===== config.mk =====
export PLATFORM = sky130hd
export DESIGN_NAME = load_align
export DESIGN_NICKNAME = d
export VERILOG_FILES = /design/src/hw/mem_access_pkg.sv /design/src/hw/cache_geom_pkg.sv /design/src/hw/load_align.sv
export SDC_FILE = /design/constraint.sdc
export NUM_CORES = 1
export LEC_CHECK = 0
export BUFFER_PORTS_ARGS = -buffer_cell sky130_fd_sc_hd__buf_4
export CAP_MARGIN = 20
export CORE_ASPECT_RATIO = 1.2
export CORE_MARGIN = 10
export CORE_UTILIZATION = 37
export DETAILED_ROUTE_END_ITERATION = 12
export PLACE_DENSITY_LB_ADDON = 0.05
export SETUP_SLACK_MARGIN = 0.5
export SLEW_MARGIN = 20
export SYNTH_ARGS = -nofsm -noshare
export SYNTH_HDL_FRONTEND = slang
export SYNTH_SLANG_ARGS = --single-unit

===== constraint.sdc =====
create_clock -name vclk -period 2.06
set_clock_uncertainty 0.05 [all_clocks]
set_input_delay 0.103 -clock vclk [all_inputs]
set_output_delay 0.103 -clock vclk [all_outputs]
set_load 0.05 [all_outputs]

===== src/hw/mem_access_pkg.sv =====
/* request and response words for the core port and the memory port.
   size codes follow the load/store funct3 style, bit 2 set means unsigned. */
package mem_access_pkg;

  // ====================================================================
  // access size
  // ====================================================================
  typedef enum logic [2:0] {
    size_byte   = 3'b000,
    size_half   = 3'b001,
    size_word   = 3'b010,
    size_byte_u = 3'b100,
    size_half_u = 3'b101
  } access_size_e;

  // core -> cache, held until ack
  typedef struct packed {
    logic         valid;
    logic         write;  // 1 = store
    logic [31:0]  addr;
    logic [31:0]  wdata;
    access_size_e size;
  } core_req_t;

  // cache -> core
  typedef struct packed {
    logic        ack;    // one cycle per access
    logic [31:0] rdata;  // zero on writes
  } core_resp_t;

  // cache -> memory, held until wait is low
  typedef struct packed {
    logic         req;
    logic         write;
    logic [31:0]  addr;
    logic [31:0]  wdata;
    access_size_e size;
  } mem_req_t;

  // memory -> cache
  typedef struct packed {
    logic        wait_n;  // memory wait, high holds the transfer
    logic [31:0] rdata;   // valid in the cycle wait drops
  } mem_resp_t;

endpackage


===== src/hw/cache_geom_pkg.sv =====
/* geometry of the direct-mapped data cache: 64 lines of 16 bytes, 32-bit addresses.
   the address union is the only place the field layout is defined. */
package cache_geom_pkg;

  // ====================================================================
  // line geometry
  // ====================================================================
  localparam int line_count     = 64;
  localparam int index_bits     = 6;
  localparam int tag_bits       = 22;  // addr[31:10]
  localparam int words_per_line = 4;
  localparam int line_bytes     = 16;

  // address split, msb first
  typedef struct packed {
    logic [tag_bits-1:0]   tag;
    logic [index_bits-1:0] index;
    logic [1:0]            word;      // word within the line
    logic [1:0]            byte_off;  // byte within the word
  } cache_addr_fields_t;

  // one address word, seen either raw or split into fields
  typedef union packed {
    logic [31:0]        raw;
    cache_addr_fields_t fields;
  } cache_addr_u;

  typedef logic [32*words_per_line-1:0] line_t;  // word 0 in the low bits
  typedef logic [line_bytes-1:0]        line_be_t;  // one bit per byte, high = write

endpackage

===== src/hw/load_align.sv =====
/* load data path, purely combinational.
   misaligned half or word loads return zero. */
module load_align (
  input  cache_geom_pkg::line_t        line,
  input  cache_geom_pkg::cache_addr_u  addr,
  input  mem_access_pkg::access_size_e size,
  output logic [31:0]                  rdata
);

  logic [31:0] word;
  logic [7:0]  b;
  logic [15:0] h;
  logic [1:0]  off;

  assign off  = addr.fields.byte_off;
  assign word = line[32*addr.fields.word +: 32];  // word select
  assign b    = word[8*off +: 8];
  assign h    = off[1] ? word[31:16] : word[15:0];

  always_comb begin
    rdata = 32'd0;
    case (size)
      mem_access_pkg::size_byte:   rdata = {{24{b[7]}}, b};  // sign extend
      mem_access_pkg::size_byte_u: rdata = {24'd0, b};
      mem_access_pkg::size_half: begin
        if (!off[0]) rdata = {{16{h[15]}}, h};
      end
      mem_access_pkg::size_half_u: begin
        if (!off[0]) rdata = {16'd0, h};
      end
      mem_access_pkg::size_word: begin
        if (off == 2'b00) rdata = word;
      end
      default: rdata = 32'd0;  // unused size codes
    endcase
  end

endmodule


==> results.sh <==
export IMPL_final_antenna_net_count=0
export IMPL_grt_pass1_vias=3114
export IMPL_synth_net_count=384
export IMPL_start_util_pct=38.61
export IMPL_hold_ws_ns=0.6303
export IMPL_yosysSeqAreaShare_pct=0
export IMPL_cpMaxStageDelayCell="nand4b_1"
export IMPL_slowest_delay_ns=0.31
export IMPL_final_cells=466
export IMPL_numPortBuffers=167
export IMPL_finalHoldViolCount=0
export IMPL_wl_per_cell_um=29.26
export IMPL_grt_max_degree=21
export IMPL_slew_headroom_pct=58.10
export IMPL_maxCapViolations=0
export IMPL_final_nets=573
export IMPL_grt_usage_pct=25.06
export IMPL_antenna_found_initial=0
export IMPL_period_needed_ns=1.786
export IMPL_coreArea_um2=4628
export IMPL_synthToLayoutAreaGrowth_pct=132.5
export IMPL_crit_required_ns=1.91
export IMPL_yosysUniqueCellTypes=36
export IMPL_synth_common_cells="mux2i_1 (43), nand2_1 (29), a22oi_1 (20)"
export IMPL_vias=3261
export IMPL_dr_pass1_iters=5
export IMPL_diodes=0
export IMPL_io_pins=195
export IMPL_syn_area_um2=1787
export IMPL_leakagePower_nw=1.960
export IMPL_design_area_um2=4154
export IMPL_min_period_over_period_pct=86.68
export IMPL_synth_top_area_cell="mux2i_1"
export IMPL_post_route_util_pct=89.75
export IMPL_yosysMostFrequentCell="mux2i_1"
export IMPL_setup_viol=0
export IMPL_p_total_mw=1.157
export IMPL_crit_fanout=10
export IMPL_outcome="finished clean"
export IMPL_placed_cells=441
export IMPL_num_fill_cells=217
export IMPL_drc_errors=0
export IMPL_syn_inst=221
export IMPL_nClkBuffers=0
export IMPL_tightestPinTransition_ns=0.6272
export IMPL_peakVddDrop_v=0.0001577
export IMPL_fin_ws_ns=0.2745
export IMPL_dieWidth_um=83.44
export IMPL_first_iter_violations=416
export IMPL_synth_area_leaders="mux2i_1 (24%), mux4_2 (18%), a22oi_1 (8.4%), nand4_1 (6.3%), nand2_1 (6.1%)"
export IMPL_preCtsSetupSlack_ns=0.1879
export IMPL_std_cell_rows=27
export IMPL_postCtsHoldBufs=0
export IMPL_die_h_um=96.13
export IMPL_grt_overflow=0
export IMPL_crit_type="input port to output pin"
export IMPL_p_per_area_nw_per_um2=278.6
export IMPL_seq_area_um2=0
export IMPL_tns_ns=0
export IMPL_gp_congestion=0.8992
export IMPL_cp_end_kind="output pin"
export IMPL_grt_setup_unrepaired="yes"
export IMPL_drive_above_1_share_pct=69.85
export IMPL_yosysWarnings=0
export IMPL_wl_um=13640
export IMPL_finalMaxSlewViolations=0
export IMPL_dp_hpwl_um=8037
export IMPL_syn_area_per_cell_um2=8.085
export IMPL_cp_cell_sequence="buf_16 -> mux2i_4 -> a211oi_4 -> nand4b_1 -> buf_4 -> nand4_1 -> buf_6"
export IMPL_vias_per_cell=6.998
export IMPL_worstHoldPathType="input port to output pin"
export IMPL_grt_first_pass_wirelength_um=16710
export IMPL_die_area_um2=8020
export IMPL_yosysTopAreaCellShare_pct=24.09
export IMPL_seq_cells=0
export IMPL_startpoint_type="input port"
export IMPL_fmax_mhz=560.1
export IMPL_place_area_um2=3292
export IMPL_cp_data_arrival_time_ns=1.63
## final timing paths
| check | start | end | depth (start not counted) |
|---|---|---|---|
| setup / recovery | addr[3] | rdata[17] | 7 |
| hold / removal | addr[0] | rdata[2] | 4 |
## logic make-up after synthesis
kind of cell	count (synthesis)	share of synthesized area, %
buffers and inverters	26	7.983
and+or+nand+nor	84	26.19
AOI/OAI and AO/OA	53	23.46
muxes	58	42.37
## repair_timing
item,4_1_cts,5_1_grt
setup buffers,10,6
pin swaps,25,23
cloned,5,4
resized for setup,77,45
endpoints found under the setup margin,32,32
## placed cells by master (no fill, tap or decap), types with 2 or more instances in the layout
| master | instances |
|---|---|
| buf_16 | 4 |
| mux2i_4 | 3 |
| nand2_1 | 29 |
| a32oi_1 | 9 |
| nand4_1 | 18 |
| or3b_4 | 2 |
| o211ai_1 | 2 |
| a22oi_1 | 7 |
| a221oi_1 | 5 |
| buf_12 | 6 |
| a221oi_2 | 2 |
| nand2b_1 | 11 |
| a22oi_2 | 13 |
| a32oi_2 | 2 |
| mux4_2 | 14 |
| mux2i_2 | 5 |
| nor2b_4 | 2 |
| buf_8 | 10 |
| nand3_4 | 6 |
| mux2i_1 | 35 |
| buf_6 | 37 |
| o21ai_2 | 6 |
| nand4_4 | 2 |
| or3_4 | 2 |
| nand3b_1 | 2 |
| nand3b_4 | 3 |
| buf_4 | 150 |
## power breakdown
group	total, mW	internal, mW	switching [mW]
Sequential	0	0	0
Clock	0	0	0
Combinational	1.16	0.554	0.604
Total	1.16	0.554	0.604
## metal layers
layer	vias up	global-route usage, %	share of wire, %	routed length, um
met2	348	48.58	52	7058
met4	0	5.866	5.0	682
li1	1303	-	-	-
met5	-	0	0	0
met3	78	5.664	11	1473
met1	1532	27.16	32	4421
## final cells by class
| cell class | instances | area, um^2 | area share, % |
|---|---|---|---|
| Multi-Input combinational cell | 199 | 2101 | 50.57 |
| Tap cell | 58 | 72.57 | 1.747 |
| Timing Repair Buffer | 209 | 1981 | 47.68 |
## worst max-delay path, delay by kind of cell
family	cells	cell delay, ns
muxes	1	0.22
AOI/OAI and AO/OA	1	0.29
and+or+nand+nor	2	0.42
buffers and inverters	3	0.58
Power figures use the tool's default switching activity.
