==> config.mk <==
export PLATFORM = sky130hd
export DESIGN_NAME = l1d_ctrl
export DESIGN_NICKNAME = d
export VERILOG_FILES = /design/src/hw/mem_access_pkg.sv /design/src/hw/cache_geom_pkg.sv /design/src/hw/l1d_ctrl.sv
export SDC_FILE = /design/constraint.sdc
export NUM_CORES = 1
export LEC_CHECK = 0
export BUFFER_PORTS_ARGS = -buffer_cell sky130_fd_sc_hd__buf_2
export CAP_MARGIN = 5
export CORE_AREA = 2 2 69 71
export DETAILED_ROUTE_END_ITERATION = 16
export DIE_AREA = 0 0 71 73
export PLACE_DENSITY = 0.66
export SLEW_MARGIN = 10
export SYNTH_ARGS = -nofsm -noshare
export SYNTH_HDL_FRONTEND = slang
export SYNTH_SLANG_ARGS = --single-unit
==> constraint.sdc <==
create_clock -name clk -period 2.55 [get_ports clk]
set_clock_uncertainty 0.05 [all_clocks]
set_input_delay 0.765 -clock clk [delete_from_list [all_inputs] [get_ports clk]]
set_output_delay 0.765 -clock clk [all_outputs]
set_load 0.02 [all_outputs]
==> src/hw/mem_access_pkg.sv <==
/* request and response words for the core port and the memory port.
   size codes follow the load/store funct3 style, bit 2 set means unsigned. */
package mem_access_pkg;

  // ====================================================================
  // access size
  // ====================================================================
  typedef enum logic [2:0] {
    size_byte   = 3'b000,
    size_half   = 3'b001,
    size_word   = 3'b010,
    size_byte_u = 3'b100,
    size_half_u = 3'b101
  } access_size_e;

  // core -> cache, held until ack
  typedef struct packed {
    logic         valid;
    logic         write;  // 1 = store
    logic [31:0]  addr;
    logic [31:0]  wdata;
    access_size_e size;
  } core_req_t;

  // cache -> core
  typedef struct packed {
    logic        ack;    // one cycle per access
    logic [31:0] rdata;  // zero on writes
  } core_resp_t;

  // cache -> memory, held until wait is low
  typedef struct packed {
    logic         req;
    logic         write;
    logic [31:0]  addr;
    logic [31:0]  wdata;
    access_size_e size;
  } mem_req_t;

  // memory -> cache
  typedef struct packed {
    logic        wait_n;  // memory wait, high holds the transfer
    logic [31:0] rdata;   // valid in the cycle wait drops
  } mem_resp_t;

endpackage

==> src/hw/cache_geom_pkg.sv <==
/* geometry of the direct-mapped data cache: 64 lines of 16 bytes, 32-bit addresses.
   the address union is the only place the field layout is defined. */
package cache_geom_pkg;

  // ====================================================================
  // line geometry
  // ====================================================================
  localparam int line_count     = 64;
  localparam int index_bits     = 6;
  localparam int tag_bits       = 22;  // addr[31:10]
  localparam int words_per_line = 4;
  localparam int line_bytes     = 16;

  // address split, msb first
  typedef struct packed {
    logic [tag_bits-1:0]   tag;
    logic [index_bits-1:0] index;
    logic [1:0]            word;      // word within the line
    logic [1:0]            byte_off;  // byte within the word
  } cache_addr_fields_t;

  // one address word, seen either raw or split into fields
  typedef union packed {
    logic [31:0]        raw;
    cache_addr_fields_t fields;
  } cache_addr_u;

  typedef logic [32*words_per_line-1:0] line_t;  // word 0 in the low bits
  typedef logic [line_bytes-1:0]        line_be_t;  // one bit per byte, high = write

endpackage
==> src/hw/l1d_ctrl.sv <==
/* access FSM for the write-through, no-allocate data cache.
   core fields must stay stable from valid until ack; one access in flight. */
module l1d_ctrl (
  input  logic                      clk,
  input  logic                      rst,
  input  mem_access_pkg::core_req_t core_req,
  input  logic                      hit,
  input  mem_access_pkg::mem_resp_t mem_resp,
  output mem_access_pkg::mem_req_t  mem_req,
  output logic                      ack,
  output logic                      store_en,
  output logic                      refill_en,
  output logic [1:0]                refill_word,
  output logic                      set_valid
);

  typedef enum logic [2:0] {
    idle,
    lookup,       // tag compare, store merge on write hit
    write_mem,    // write-through transfer
    refill_req,   // one word read per transfer
    done          // ack cycle
  } state_e;

  state_e                    state, state_nxt;
  logic [1:0]                fill_cnt;   // word being refilled
  cache_geom_pkg::cache_addr_u fill_addr;
  logic                      mem_go;     // transfer completes this cycle

  assign mem_go      = ~mem_resp.wait_n;
  assign ack         = (state == done);
  assign refill_word = fill_cnt;

  // ====================================================================
  // state and refill counter
  // ====================================================================
  always_ff @(posedge clk or posedge rst) begin
    if (rst) begin
      state    <= idle;
      fill_cnt <= 2'd0;
    end else begin
      state <= state_nxt;
      if (refill_en) fill_cnt <= fill_cnt + 2'd1;  // wraps to 0 after word 3
    end
  end

  // ====================================================================
  // next state and strobes
  // ====================================================================
  always_comb begin
    state_nxt = state;
    store_en  = 1'b0;
    refill_en = 1'b0;
    set_valid = 1'b0;
    case (state)
      idle: begin
        if (core_req.valid) state_nxt = lookup;
      end
      lookup: begin
        if (core_req.write) begin
          store_en  = hit;  // merge only into a resident line
          state_nxt = write_mem;
        end else if (hit) begin
          state_nxt = done;
        end else begin
          state_nxt = refill_req;
        end
      end
      write_mem: begin
        if (mem_go) state_nxt = done;
      end
      refill_req: begin
        if (mem_go) begin
          refill_en = 1'b1;
          if (fill_cnt == 2'd3) begin
            set_valid = 1'b1;    // line complete
            state_nxt = lookup;  // replay, now a hit
          end
        end
      end
      done:    state_nxt = idle;
      default: state_nxt = idle;
    endcase
  end

  // ====================================================================
  // memory port
  // ====================================================================
  always_comb begin
    fill_addr.raw             = core_req.addr;
    fill_addr.fields.word     = fill_cnt;  // word offset 0..3 of the line
    fill_addr.fields.byte_off = 2'b00;

    // default: write-through fields straight from the core
    mem_req.req   = (state == write_mem);
    mem_req.write = core_req.write;
    mem_req.addr  = core_req.addr;
    mem_req.wdata = core_req.wdata;
    mem_req.size  = core_req.size;
    if (state == refill_req) begin
      mem_req.req   = 1'b1;
      mem_req.write = 1'b0;
      mem_req.addr  = fill_addr.raw;
      mem_req.size  = mem_access_pkg::size_word;  // refill is always whole words
    end
  end

endmodule

==> metrics.txt <==
initial antenna violation count 0; Final Hold Viols 0; Hold WC Path Type in -> async; critical path launch point mem_resp[32]; CTS buffer count 3; Residual DRC 0; Ant. Diodes 0; critical path arrival 1540 ps; vias in the first global route 485; Core ar. 0.00454 mm^2; Startpoint Class input port; post-CTS sizing 0; final setup fails 0; Area growth, synth to finish -25.9%; # IOs 180; actual slew at the worst max-slew pin 284 ps; sequential area share after synthesis 0.152; setup bufs post-CTS 0; Placed Area 566 um^2; setup TNS 0 ps; fillers 509; Total Routing Usage GR 0.0585; post-cts hold buffer count 0; TritonCTS clock tree built; worst path required time 1740 ps; Finished Cell Area 611 um^2; Max Buffers Root-to-Sink 2; final std cells w/o fill 120; critical path class in -> out; unrepaired setup endpoints after global routing false; Unique masters post-synth 22; Seq cells post-synth 5; startpoint of the worst register-to-register path state[1]; FFs w/ async S/R, synth 1.00; vias 450; GPL Wtd Cong 0.562; Slew Viols, Final 0; post-detail-place hpwl 1.19 mm; largest net degree at the start of global routing 12; NumNets Final 173; Setup crit end kind primary output; DRT Pass-1 Iters 2; Leak 0.295 nW; fin crit period 2350 ps; Routed Antenna Nets 0; peak supply drop 0.136 mV; period utilisation layout 0.922; power density cells 1090 mW/mm^2; cell area after synthesis 825 um^2; layout cells sized above 1 0.545; Syn Area/Cell 8.59 um^2; final WL 1.42 mm; worst skew pair latency 220 ps; H-tree depth 1; max_slew headroom 0.811; max_cap viols 0; status finished clean; Die Wd 71 um; Post-Route Utilization 0.135; top-count cell post-synth buf_4; top cell type by total area after synthesis buf_4; Mapped Nets 202; Initial Utilization 0.182; share of the synthesized area in the top cell type 0.546; Post-synth EDFFs 0; Synth Instances 96; IO buf count 27; top post-synthesis cells by count 60 x buf_4, 6 x and2_1, 5 x dfrtp_1; Inst Count DP 116; Top FF cell, synth dfrtp_1; Starting DRT DRC Count 1; FP Rows 25; Yosys warnings 0; global-route wire length before repair 2.17 mm; critical-path maximum fanout 4; drt wl/cell 11.8 um; gr ovfl total 0; clk sinks 5; CTS root buf clkbuf_8; die height 73 um; Max Freq 425 MHz; CTS clk-pin slew, worst paths 30 ps; Synth area leaders buf_4 55%, dfrtp_1 15%, and2_1 4.6%; die area 0.00518 mm^2; DR vias/cell 3.75
-- registers in the layout, indices dropped and copies added, names as in the netlist --
| name | count |
|---|---|
| state | 3 |
| refill_word | 2 |
-- cell type report --
cell class | instances | area [um^2] | share of cell area
clock buffer | 4 | 45.0 | 0.0738
multi-input combinational | 28 | 230 | 0.377
inverter | 2 | 7.51 | 0.0123
tap | 54 | 67.6 | 0.111
sequential | 5 | 125 | 0.205
timing repair buffer | 27 | 135 | 0.221
-- power by group --
| part | internal [W] | total, W | leakage [nW] | switching (W) |
|---|---|---|---|---|
| clock network | 0.000107 | 0.000143 | 0.0228 | 0.0000363 |
| registers | 0.000119 | 0.000183 | 0.0614 | 0.0000639 |
| logic | 0.000159 | 0.000342 | 0.211 | 0.000183 |
-- cell families (layout without fill, tap and decap cells) --
| logic type | count (synthesis) | count (layout) | share of synthesized area |
|---|---|---|---|
| AOI/OAI and AO/OA | 3 | 3 | 0.0319 |
| xor gates and xnor gates | 1 | 1 | 0.0106 |
| adders and majority gates | 1 | 1 | 0.0152 |
| buffers and inverters | 63 | 33 | 0.569 |
| DFF | 5 | 5 | 0.152 |
| muxes | 3 | 3 | 0.0410 |
| and+or+nand+nor | 20 | 20 | 0.181 |
-- worst max-delay path, stage by stage --
cell and delay [ps]:
buf_2 120, and4bb_4 370, and2_1 130, buf_2 160
-- cells in the final DEF (no fill, tap or decap) --
cell type	count
clkbuf_1	1
nand4bb_1	1
buf_2	27
nand2b_1	2
nor2_1	1
xor2_1	1
inv_1	2
and2b_1	1
a32o_1	1
or3b_1	2
ha_1	1
and2_1	6
nor2b_1	2
nor3_1	1
and4b_1	1
and4bb_4	1
dfrtp_1	5
nand3b_2	1
nand2_1	1
a21oi_1	1
mux2_2	3
o221a_2	1
clkbuf_8	3
-- through the flow --
| stage | hold slack (ps) | power, W | setup slack [ps] |
|---|---|---|---|
| after global placement | 461 | 0.000532 | 188 |
| after floorplan | 415 | 0.000568 | 338 |
| after detailed placement | 465 | 0.000539 | 182 |
| final | 392 | 0.000668 | 198 |
| after global routing | 402 | 0.000729 | 140 |
| after CTS | 397 | 0.000686 | 181 |
-- path summary, 6_finish.rpt --
path	slack, ps	cells after the start	to
max	200	4	set_valid
min	390	2	refill_word[0]
max reg2reg	1240	2	refill_word[1]
min reg2reg	470	1	state[2]
max in group asynchronous	1880	2	state[0]
min in group clk	470	1	state[2]
-- layer usage --
layer / up-vias / track usage / wire length [um]
met5: - / 0 / 0
met4: 0 / 0.0943 / 142
met3: 24 / 0.0401 / 230
met2: 43 / 0.0883 / 641
met1: 198 / 0.0365 / 406
li1: 185 / - / -
Note: power is estimated with default switching activity, not from simulation.
